--- config.mk ---
export PLATFORM = sky130hd
export DESIGN_NAME = exu_top
export DESIGN_NICKNAME = d
export VERILOG_FILES = /design/src/exu_pkg.sv /design/src/exu_if.sv /design/src/exu_alu.sv /design/src/exu_multiplier.sv /design/src/exu_divider.sv /design/src/exu_wb_arbiter.sv /design/src/exu_top.sv
export VERILOG_INCLUDE_DIRS = /design/src /design/src/include
export SDC_FILE = /design/constraint.sdc
export NUM_CORES = 2
export LEC_CHECK = 0
export ABC_AREA = 1
export BUFFER_PORTS_ARGS = -buffer_cell sky130_fd_sc_hd__buf_2
export CELL_PAD_IN_SITES_DETAIL_PLACEMENT = 1
export CELL_PAD_IN_SITES_GLOBAL_PLACEMENT = 1
export CORE_MARGIN = 4
export CORE_UTILIZATION = 50
export DETAILED_ROUTE_END_ITERATION = 12
export PLACE_DENSITY_LB_ADDON = 0.1
export RECOVER_POWER = 50
export SLEW_MARGIN = 20
export SYNTH_ARGS = -nofsm -noshare
export SYNTH_HDL_FRONTEND = slang
export SYNTH_SLANG_ARGS = --single-unit
--- constraint.sdc ---
create_clock -name clk_i -period 9 [get_ports clk_i]
set_input_delay 0.9 -clock clk_i [delete_from_list [all_inputs] [get_ports clk_i]]
set_output_delay 0.9 -clock clk_i [all_outputs]
set_load 0.1 [all_outputs]
--- src/include/exu_consts.svh ---
`ifndef EXU_CONSTS_SVH
`define EXU_CONSTS_SVH

// operand and result width.
`define EXU_XLEN 32

// tag width, 16 operations in flight.
`define EXU_TAG_W 4

// multiplier pipeline depth.
`define EXU_MUL_STAGES 3

`endif

--- src/exu_pkg.sv ---
`include "exu_consts.svh"

package exu_pkg;

    typedef logic [`EXU_XLEN-1:0]  xlen_t;
    typedef logic [`EXU_TAG_W-1:0] tag_t;

    // target functional unit.
    typedef enum logic [1:0] {
        UNIT_ALU = 2'd0,
        UNIT_MUL = 2'd1,
        UNIT_DIV = 2'd2
    } unit_e;

    // raw code, meaning depends on the unit.
    typedef logic [3:0] op_e;

    typedef enum logic [3:0] {
        OP_ADD  = 4'd0,
        OP_SUB  = 4'd1,
        OP_AND  = 4'd2,
        OP_OR   = 4'd3,
        OP_XOR  = 4'd4,
        OP_SLL  = 4'd5,
        OP_SRL  = 4'd6,
        OP_SRA  = 4'd7,
        OP_SLT  = 4'd8,
        OP_SLTU = 4'd9
    } alu_op_e;

    typedef enum logic [3:0] {
        OP_MUL   = 4'd0,
        OP_MULH  = 4'd1,
        OP_MULHU = 4'd2
    } mul_op_e;

    typedef enum logic [3:0] {
        OP_DIV  = 4'd0,
        OP_DIVU = 4'd1,
        OP_REM  = 4'd2,
        OP_REMU = 4'd3
    } div_op_e;

    typedef struct packed {
        tag_t  tag;
        xlen_t result;
        logic  exception; // divide by zero.
    } wb_t;

endpackage

--- src/exu_if.sv ---
`timescale 1ns/1ps

// shared issue bus, every unit filters on the unit field.
interface exu_issue_if;
    logic           valid;
    exu_pkg::unit_e unit;
    exu_pkg::op_e   op;
    exu_pkg::tag_t  tag;
    exu_pkg::xlen_t operand_a;
    exu_pkg::xlen_t operand_b;

    modport driver (output valid, unit, op, tag, operand_a, operand_b);
    modport receiver (input valid, unit, op, tag, operand_a, operand_b);
endinterface

// one per unit, unit to arbiter.
interface exu_wb_if;
    logic         valid;
    logic         ready;
    exu_pkg::wb_t payload;

    modport source (
        output valid,
        output payload,
        input  ready
    );
    modport sink (
        input  valid,
        input  payload,
        output ready
    );
endinterface

--- src/exu_alu.sv ---
`timescale 1ns/1ps

module exu_alu (
    input  logic          clk_i,
    input  logic          rst_n_i,
    exu_issue_if.receiver issue,
    output logic          ready_o,
    exu_wb_if.source      wb
);
    logic           accept;
    logic [4:0]     shamt;
    exu_pkg::xlen_t result;
    logic           out_valid_q;
    exu_pkg::wb_t   out_q;

    assign ready_o = !out_valid_q || wb.ready; // empty or draining.
    assign accept  = issue.valid && (issue.unit == exu_pkg::UNIT_ALU) && ready_o;
    assign shamt   = issue.operand_b[4:0];

    always_comb begin
        case (issue.op)
            exu_pkg::OP_ADD:  result = issue.operand_a + issue.operand_b;
            exu_pkg::OP_SUB:  result = issue.operand_a - issue.operand_b;
            exu_pkg::OP_AND:  result = issue.operand_a & issue.operand_b;
            exu_pkg::OP_OR:   result = issue.operand_a | issue.operand_b;
            exu_pkg::OP_XOR:  result = issue.operand_a ^ issue.operand_b;
            exu_pkg::OP_SLL:  result = issue.operand_a << shamt;
            exu_pkg::OP_SRL:  result = issue.operand_a >> shamt;
            exu_pkg::OP_SRA:  result = $signed(issue.operand_a) >>> shamt;
            exu_pkg::OP_SLT:  result = {31'b0, $signed(issue.operand_a) < $signed(issue.operand_b)};
            exu_pkg::OP_SLTU: result = {31'b0, issue.operand_a < issue.operand_b};
            default:          result = '0;
        endcase
    end

    always_ff @(posedge clk_i or negedge rst_n_i) begin
        if (!rst_n_i) begin
            out_valid_q <= 1'b0;
        end else if (accept) begin
            out_valid_q <= 1'b1;
        end else if (wb.ready) begin
            out_valid_q <= 1'b0; // granted.
        end
    end

    // held until the arbiter takes it.
    always_ff @(posedge clk_i) begin
        if (accept) begin
            out_q <= '{tag: issue.tag, result: result, exception: 1'b0};
        end
    end

    assign wb.valid   = out_valid_q;
    assign wb.payload = out_q;

endmodule

--- src/exu_multiplier.sv ---
`timescale 1ns/1ps
`include "exu_consts.svh"

module exu_multiplier (
    input  logic          clk_i,
    input  logic          rst_n_i,
    exu_issue_if.receiver issue,
    output logic          ready_o,
    exu_wb_if.source      wb
);
    localparam int unsigned LAST = `EXU_MUL_STAGES - 1;

    logic [`EXU_MUL_STAGES-1:0] valid_q;
    exu_pkg::tag_t              tag_q  [`EXU_MUL_STAGES];
    exu_pkg::op_e               op_q   [`EXU_MUL_STAGES];
    logic [2*`EXU_XLEN-1:0]     prod_q [`EXU_MUL_STAGES];
    logic                       accept, advance, sign_ext;
    logic [2*`EXU_XLEN-1:0]     ext_a, ext_b, product;
    exu_pkg::xlen_t             result;

    // a stalled last stage freezes everything.
    assign advance = !valid_q[LAST] || wb.ready;
    assign ready_o = advance;
    assign accept  = issue.valid && (issue.unit == exu_pkg::UNIT_MUL) && advance;

    // mulhu is the only unsigned form, low word does not care.
    assign sign_ext = (issue.op != exu_pkg::OP_MULHU);
    assign ext_a    = {{`EXU_XLEN{sign_ext & issue.operand_a[`EXU_XLEN-1]}}, issue.operand_a};
    assign ext_b    = {{`EXU_XLEN{sign_ext & issue.operand_b[`EXU_XLEN-1]}}, issue.operand_b};
    assign product  = ext_a * ext_b; // modulo 2^64 is the signed product too.

    always_ff @(posedge clk_i or negedge rst_n_i) begin
        if (!rst_n_i) begin
            valid_q <= '0;
        end else if (advance) begin
            valid_q <= {valid_q[LAST-1:0], accept};
        end
    end

    always_ff @(posedge clk_i) begin
        if (advance) begin
            tag_q[0]  <= issue.tag;
            op_q[0]   <= issue.op;
            prod_q[0] <= product;
            for (int i = 1; i < `EXU_MUL_STAGES; i++) begin
                tag_q[i]  <= tag_q[i-1];
                op_q[i]   <= op_q[i-1];
                prod_q[i] <= prod_q[i-1];
            end
        end
    end

    assign result = (op_q[LAST] == exu_pkg::OP_MUL) ? prod_q[LAST][`EXU_XLEN-1:0]
                                                    : prod_q[LAST][2*`EXU_XLEN-1:`EXU_XLEN];

    assign wb.valid   = valid_q[LAST];
    assign wb.payload = '{tag: tag_q[LAST], result: result, exception: 1'b0};

endmodule

--- src/exu_divider.sv ---
`timescale 1ns/1ps
`include "exu_consts.svh"

module exu_divider (
    input  logic          clk_i,
    input  logic          rst_n_i,
    exu_issue_if.receiver issue,
    output logic          ready_o,
    exu_wb_if.source      wb
);
    localparam int unsigned CNT_W = $clog2(`EXU_XLEN);
    localparam logic [CNT_W-1:0] LAST_STEP = CNT_W'(`EXU_XLEN - 1);

    typedef enum logic [1:0] {S_IDLE, S_RUN, S_DONE} state_e;

    state_e             state_q;
    logic [CNT_W-1:0]   cnt_q;
    exu_pkg::tag_t      tag_q;
    exu_pkg::xlen_t     divisor_q, quo_q, rem_q, res_q;
    logic               is_rem_q, quo_neg_q, rem_neg_q, exc_q;
    logic               accept, div_zero, op_signed, op_rem, a_neg, b_neg;
    exu_pkg::xlen_t     a_mag, b_mag, step_quo, step_rem, fix_quo, fix_rem;
    logic [`EXU_XLEN:0] shifted, trial;

    assign ready_o   = (state_q == S_IDLE);
    assign accept    = issue.valid && (issue.unit == exu_pkg::UNIT_DIV) && ready_o;
    assign div_zero  = (issue.operand_b == '0);
    assign op_signed = (issue.op == exu_pkg::OP_DIV) || (issue.op == exu_pkg::OP_REM);
    assign op_rem    = (issue.op == exu_pkg::OP_REM) || (issue.op == exu_pkg::OP_REMU);
    assign a_neg     = op_signed && issue.operand_a[`EXU_XLEN-1];
    assign b_neg     = op_signed && issue.operand_b[`EXU_XLEN-1];
    assign a_mag     = a_neg ? -issue.operand_a : issue.operand_a;
    assign b_mag     = b_neg ? -issue.operand_b : issue.operand_b;

    // one restoring step, quotient bits shift in from the right.
    assign shifted  = {rem_q, quo_q[`EXU_XLEN-1]};
    assign trial    = shifted - {1'b0, divisor_q};
    assign step_quo = {quo_q[`EXU_XLEN-2:0], !trial[`EXU_XLEN]};
    assign step_rem = trial[`EXU_XLEN] ? shifted[`EXU_XLEN-1:0] : trial[`EXU_XLEN-1:0];

    // min / -1 lands on the dividend by itself, magnitude 2^31 with no negation.
    assign fix_quo = quo_neg_q ? -step_quo : step_quo;
    assign fix_rem = rem_neg_q ? -step_rem : step_rem;

    always_ff @(posedge clk_i or negedge rst_n_i) begin
        if (!rst_n_i) begin
            state_q <= S_IDLE;
            cnt_q   <= '0;
        end else begin
            case (state_q)
                S_IDLE: if (accept) begin
                    state_q <= div_zero ? S_DONE : S_RUN; // zero divisor skips the loop.
                    cnt_q   <= '0;
                end
                S_RUN: begin
                    cnt_q <= cnt_q + 1'b1;
                    if (cnt_q == LAST_STEP) state_q <= S_DONE;
                end
                S_DONE:  if (wb.ready) state_q <= S_IDLE;
                default: state_q <= S_IDLE;
            endcase
        end
    end

    always_ff @(posedge clk_i) begin
        if (accept) begin
            tag_q     <= issue.tag;
            divisor_q <= b_mag;
            quo_q     <= a_mag;
            rem_q     <= '0;
            is_rem_q  <= op_rem;
            quo_neg_q <= a_neg ^ b_neg;
            rem_neg_q <= a_neg; // remainder follows the dividend.
            exc_q     <= div_zero;
            res_q     <= op_rem ? issue.operand_a : '1; // divide by zero result.
        end else if (state_q == S_RUN) begin
            quo_q <= step_quo;
            rem_q <= step_rem;
            if (cnt_q == LAST_STEP) res_q <= is_rem_q ? fix_rem : fix_quo;
        end
    end

    assign wb.valid   = (state_q == S_DONE);
    assign wb.payload = '{tag: tag_q, result: res_q, exception: exc_q};

endmodule

--- src/exu_wb_arbiter.sv ---
`timescale 1ns/1ps

module exu_wb_arbiter (
    exu_wb_if.sink       div_wb,
    exu_wb_if.sink       mul_wb,
    exu_wb_if.sink       alu_wb,
    output logic         wb_valid_o,
    input  logic         wb_ready_i,
    output exu_pkg::wb_t wb_o
);

    assign wb_valid_o = div_wb.valid || mul_wb.valid || alu_wb.valid;

    // divider first, it blocks new divides while waiting.
    always_comb begin
        div_wb.ready = 1'b0;
        mul_wb.ready = 1'b0;
        alu_wb.ready = 1'b0;
        wb_o         = alu_wb.payload;

        if (div_wb.valid) begin
            wb_o         = div_wb.payload;
            div_wb.ready = wb_ready_i;
        end else if (mul_wb.valid) begin
            wb_o         = mul_wb.payload;
            mul_wb.ready = wb_ready_i;
        end else if (alu_wb.valid) begin
            alu_wb.ready = wb_ready_i; // payload already defaulted.
        end
    end

endmodule

--- src/exu_top.sv ---
`timescale 1ns/1ps

module exu_top (
    input  logic           clk_i,
    input  logic           rst_n_i,
    input  logic           issue_valid_i,
    input  exu_pkg::unit_e issue_unit_i,
    input  exu_pkg::op_e   issue_op_i,
    input  exu_pkg::tag_t  issue_tag_i,
    input  exu_pkg::xlen_t issue_a_i,
    input  exu_pkg::xlen_t issue_b_i,
    output logic           issue_ready_o,
    output logic           wb_valid_o,
    input  logic           wb_ready_i,
    output exu_pkg::tag_t  wb_tag_o,
    output exu_pkg::xlen_t wb_result_o,
    output logic           wb_exception_o
);
    logic         alu_ready, mul_ready, div_ready;
    exu_pkg::wb_t wb;

    exu_issue_if issue ();
    exu_wb_if    alu_wb ();
    exu_wb_if    mul_wb ();
    exu_wb_if    div_wb ();

    assign issue.valid     = issue_valid_i;
    assign issue.unit      = issue_unit_i;
    assign issue.op        = issue_op_i;
    assign issue.tag       = issue_tag_i;
    assign issue.operand_a = issue_a_i;
    assign issue.operand_b = issue_b_i;

    // ready of the addressed unit only.
    always_comb begin
        case (issue_unit_i)
            exu_pkg::UNIT_MUL: issue_ready_o = mul_ready;
            exu_pkg::UNIT_DIV: issue_ready_o = div_ready;
            default:           issue_ready_o = alu_ready;
        endcase
    end

    exu_alu i_alu (.clk_i, .rst_n_i, .issue(issue), .ready_o(alu_ready), .wb(alu_wb));

    exu_multiplier i_mul (.clk_i, .rst_n_i, .issue(issue), .ready_o(mul_ready), .wb(mul_wb));

    exu_divider i_div (.clk_i, .rst_n_i, .issue(issue), .ready_o(div_ready), .wb(div_wb));

    exu_wb_arbiter i_arb (
        .div_wb     (div_wb),
        .mul_wb     (mul_wb),
        .alu_wb     (alu_wb),
        .wb_valid_o (wb_valid_o),
        .wb_ready_i (wb_ready_i),
        .wb_o       (wb)
    );

    assign wb_tag_o       = wb.tag;
    assign wb_result_o    = wb.result;
    assign wb_exception_o = wb.exception;

endmodule

# Yosys cells after proc, flatten, opt, wreduce, memory -nomap -nowiden
# Memories as Yosys holds them, arrays and structs flattened.
# Index checks and enable logic that the tools add are counted.
# op_classes
multipliers,1
reduce_logical,29
bitwise,6
shifts,3
n_mux,34
order_cmp,2
eq_ne,18
addsub,8
# op_table
operator,n
two-way mux 32 bit,13
case mux 32 bit (10 select lines),1
negation 32 bit,4
two-way mux 37 bit,2
less-than comparator 32 bit,2
multiplier 33 x 33 -> 64 bit,1
subtractor 33 x 32 -> 33 bit,1
adder 32 bit,1
bitwise AND 32 bit,1
logical NOT 32 bit,1
bitwise OR 32 bit,1
<< shifter 32 x 5 -> 32 bit,1
right shift 32 x 5 -> 32 bit,1
>>> shifter 32 x 5 -> 32 bit,1
subtractor 32 bit,1
bitwise XOR 32 bit,1
== test 4 x 3 -> 1 bit (second input constant),4
two-way mux 1 bit,10
case mux 5 bit (2 select lines),1
== test 4 x 2 -> 1 bit (second input constant),2
== test 4 bit (second input constant),2
logical AND 1 bit,8
logical NOT 4 bit,2
two-way mux 2 bit,4
19 further kinds,35
# totals
ramBits,216
ff_bits,183
mem_count,3
inputBits,78
word_cells,119
output_inout_bits,39
# memory_table
name,depth,word_bits,rd,rd_ports_with_merged_regs,wr,line,text
i_mul.prod_q,3,64,3,0,3,exu_multiplier.sv:16,logic [2*`EXU_XLEN-1:0] prod_q [`EXU_MUL_STAGES];
i_mul.op_q,3,4,3,0,3,exu_multiplier.sv:15,exu_pkg::op_e op_q [`EXU_MUL_STAGES];
i_mul.tag_q,3,4,3,0,3,exu_multiplier.sv:14,exu_pkg::tag_t tag_q [`EXU_MUL_STAGES];

# Logic depth before layout (Yosys ltp)
# logic_depth
ltp_word,8
ltp_mapped,36
ltp_nobuf,33

# By module
# A second synthesis with hierarchy kept.
# unflattened
cells_unflattened,9283
hier_area_um2,70508.9
# modules_own_cells
module,area_each_um2,n_inst,cells_per_inst
exu_multiplier,46535.9,1,5178
exu_divider,11856.4,1,1742
exu_alu,11263.3,1,2178
exu_wb_arbiter,794.5,1,174
exu_top,58.8,1,11

# Worst setup path before layout
# Ideal clock, no wire load.
# synth_timing
path_kind,input to register
startpoint,in issue_op_i[3]
endpoint,"mem i_mul.prod_q[0][62] (netlist bit), data pin"
arrival_ps,8619
setup_slack_ps,123
path_buffers,3
cell_stages,31
t_required_ps,8742
setup_ps,258
cell_sequence,nor2_1 nand2_1 nor2_1 clkbuf_1 clkbuf_1 buf_1 nor2_1 fa_1 fa_1 fa_1 inv_1 fa_1 inv_1 fa_1 fa_1 inv_1 fa_1 inv_1 fa_1 ha_1 nand2_1 nor2_1 inv_1 nor2_1 inv_1 nor2_1 nand3_1 o21ai_0 nand2_1 nand2_1 xor2_1
# synth_rtl
item,line,text
"start, declared",exu_top.sv:8,"input exu_pkg::op_e issue_op_i,"
"end, declared",exu_multiplier.sv:16,

==> out/qor.csv <==
stage,metric,value,unit
logic_synthesis,ys.flop_type,edfxtp_1,
critical_path,path_class,in2reg,
drt,detail_route.vias_per_cell,5.84,
final_layout,finish.utilization,54.4,%
final_layout,syn2layout_area_growth,8.14,%
min_path,hold_path_class,in2async,
drt,vias,60500,
timing,setup_violations,0,
drt,wirelength,294,mm
timing,finClkSkew,0.0206,ns
floorplan,fp-row-count,134,
logic_synthesis,yosysWarningCount,0,
timing,fmax,0.115,GHz
drt,drt_iter0_drc,5749,
cts,root_buffer,clkbuf_16,
run,maxCapViolCount,10,
floorplan,boundaryPins,117,
critical_path,worstPathArrival,9.09,ns
logic_synthesis,syn_area_per_cell,7.94,um2
logic_synthesis,ys_ff_latch,399,
drt,drc,0,
final_layout,regArea,11600,um2
logic_synthesis,synth_top_area_cell,fa_1,
logic_synthesis,syn_nets,9999,
logic_synthesis,synthesis.area,67100,um2
logic_synthesis,synth_edf_count,356,
critical_path,cp-end-kind,flop,
floorplan,die_w,374,um
drt,drtAntennaViolNets,0,
logic_synthesis,synth-compound-area-share,8.60,%
timing,fin_crit,8.72,ns
logic_synthesis,yosysMostFrequentCell,inv_1,
global_route,grt_antenna_before_repair,36,
placed_design,place.port_buffers,116,
global_route,grt_overflow_total,0,
global_route,grt_max_degree,157,
critical_path,startpoint_type,input pin,
placed_design,place_inst,10200,
placed_design,dp_hpwl,244,mm
logic_synthesis,seq_area_frac_synth,17.3,%
critical_path,crit_required,9.37,ns
status,outcome,finished with violations,
logic_synthesis,synth_xor_area_share,1.92,%
final_layout,drive_above_1_share,7.21,%
logic_synthesis,synth_top_area_share,33.7,%
critical_path,r2r_cells,6,
logic_synthesis,synthAdderAreaFrac,40.2,%
final_layout,final_cells,10400,
critical_path,crit_start,issue_op_i[2],
logic_synthesis,async_flop_share,2.76,%
cts,cts_buffer_depth,3,
logic_synthesis,synthSimpleGateAreaFrac,17.9,%
logic_synthesis,synth_mux_area_share,0.134,%
floorplan,core,133000,um2
floorplan,start_util,50.3,%
logic_synthesis,synth.area.top_cells,"fa_1 34%, edfxtp_1 16%, inv_1 11%",
logic_synthesis,synthTopCellsByCount,"2039 x inv_1, 1958 x nand2_1, 1128 x fa_1, 489 x nor2_1, 356 x edfxtp_1",
critical_path,cp_max_fo,12,
critical_path,worstReg2RegEnd,i_mul.prod_q[0][29],
timing,worstMarginPinSlew,4.25,ns
cts,cts_tree,done,
placed_design,gp_congestion,1.02,
cts,cts_sinks,399,
cts,numCtsBuffers,48,
global_route,grt_usage,41.8,%
floorplan,dieArea,140000,um2
critical_path,crit_path_end,i_mul.prod_q[0][62],
placed_design,dpl_cell_area,71000,um2
drt,avgRoutedWirePerCell,28.4,um
final_layout,multi_input_area,46200,um2
global_route,grt_first_pass_wirelength,433,mm
cts,cts_hold_buf,0,
cts,clk_pin_slew,0.06,ns
drt,dr.pass1.iters,5,
critical_path,ff2ff_setup_slack,2.22,ns
timing,rsz0062_at_grt,no,
final_layout,layout.nets,10100,
cts,htreeDepth,2,
floorplan,fp.dieH,374,um
final_layout,filler_cell_count,16300,
final_layout,postLayoutCellArea,72500,um2
timing,final_hold_viol_count,0,
cts,clk_latency,0.62,ns
status,violations,"max-capacitance violations, max-slew violations",
timing,period_share,96.9,%
global_route,grt_pass1_vias,66600,
timing,finalMaxSlewViolations,572,
logic_synthesis,synth_top_family_by_area,adder cells,
logic_synthesis,syn_inst,8443,
timing,slew_headroom,-183,%
logic_synthesis,synth_cell_types,68,
critical_path,worstReg2RegStart,i_div.state_q[1],
==> critical path, cell delays in order <==
cell	delay (ns)
clkbuf_1	0.12
nor2_1	0.13
nand2_1	0.13
nor2_4	0.50
buf_4	0.30
buf_4	0.25
nor2_1	0.13
fa_1	0.54
inv_1	0.16
fa_1	0.57
inv_1	0.07
fa_1	0.56
inv_1	0.20
fa_1	0.50
fa_1	0.58
fa_1	0.61
fa_1	0.45
fa_1	0.49
inv_1	0.05
ha_1	0.38
nand2_1	0.10
nand2_1	0.07
a31oi_1	0.26
nor2_1	0.11
a2111oi_0	0.58
nand2_1	0.15
xor2_1	0.17
==> layout make-up <==
type                            count  area share (%)
Antenna cell                       17          0.0586
Tap cell                         1768            3.05
Clock inverter                     36           0.488
Sequential cell                   399            16.0
Inverter                         2064            10.7
Timing Repair Buffer              440            4.34
Multi-Input combinational cell   5575            63.7
Clock buffer                       53            1.71
==> cell usage in the layout, fill, tap and decap left out, drive strengths merged, types with 34 or more instances in the layout <==
cell type / synthesis / layout
o21ai: 353 / 353
o22ai: 77 / 77
nand4: 51 / 51
o311ai: 34 / 34
a31oi: 56 / 56
nor3: 83 / 83
buf: 98 / 415
xor2: 104 / 104
fa: 1128 / 1128
inv: 2057 / 2063
clkbuf: 307 / 78
xnor2: 43 / 43
nor2: 507 / 507
ha: 350 / 350
nand2: 2001 / 2001
nand3: 235 / 235
edfxtp: 356 / 356
a21oi: 353 / 353
==> flip-flops by register name, summed over array words and instances, names as in the netlist, 2 cells and up <==
| signal | flops |
|---|---|
| i_mul.prod_q | 192 |
| i_alu.wb.payload | 36 |
| i_div.divisor_q | 32 |
| i_div.quo_q | 32 |
| i_div.rem_q | 32 |
| i_div.res_q | 32 |
| i_mul.op_q | 12 |
| i_mul.tag_q | 12 |
| i_div.cnt_q | 5 |
| i_div.tag_q | 4 |
| i_mul.valid_q | 3 |
| i_div.state_q | 2 |
==> cell families after synthesis <==
group                      after synthesis
adders and majority gates             1478
buffers and inverters                 2469
and+or+nand+nor                       2936
DFF                                    399
xor gates and xnor gates               147
muxes                                    9
AOI/OAI and AO/OA                     1005
==> repair_timing <==
action,in CTS,in global routing
setup endpoints to repair,0,7
buffers inserted,0,1
gates resized for setup,0,2
endpoints found under the hold margin,0,0
==> worst min path at each step <==
stage                              start                    to  slack (ns)  cells after the start
detailed placement   i_mul.prod_q[0][82]  i_mul.prod_q[0][146]        0.41                      0
finish                           rst_n_i        i_alu.wb.valid        0.29                      1
global placement    i_mul.prod_q[0][124]  i_mul.prod_q[0][188]        0.40                      0
floorplan               i_mul.op_q[0][6]     i_mul.op_q[0][10]        0.40                      0
CTS                              rst_n_i        i_alu.wb.valid        0.14                      1
global route                     rst_n_i        i_alu.wb.valid        0.30                      1
==> through the flow <==
stage | hold slack (ns) | setup TNS [ns] | setup slack [ns]
floorplan | 0.400 | 0 | 0.123
global placement | 0.401 | -1.07 | -0.241
detailed placement | 0.406 | -3.53 | -0.561
CTS | 0.138 | 0 | 0.0410
global route | 0.303 | 0 | 0.0334
finish | 0.286 | 0 | 0.275
==> layer usage <==
layer	up-vias	routed length, um	GRT usage [%]
li1	25700	-	-
met1	30800	109000	51.9
met2	3120	137000	68.1
met3	851	25900	8.38
met4	12	21600	24.7
met5	-	89	0
Power is not shown: default switching activity piles up to over one toggle a cycle in this logic, so the estimate is an artifact.
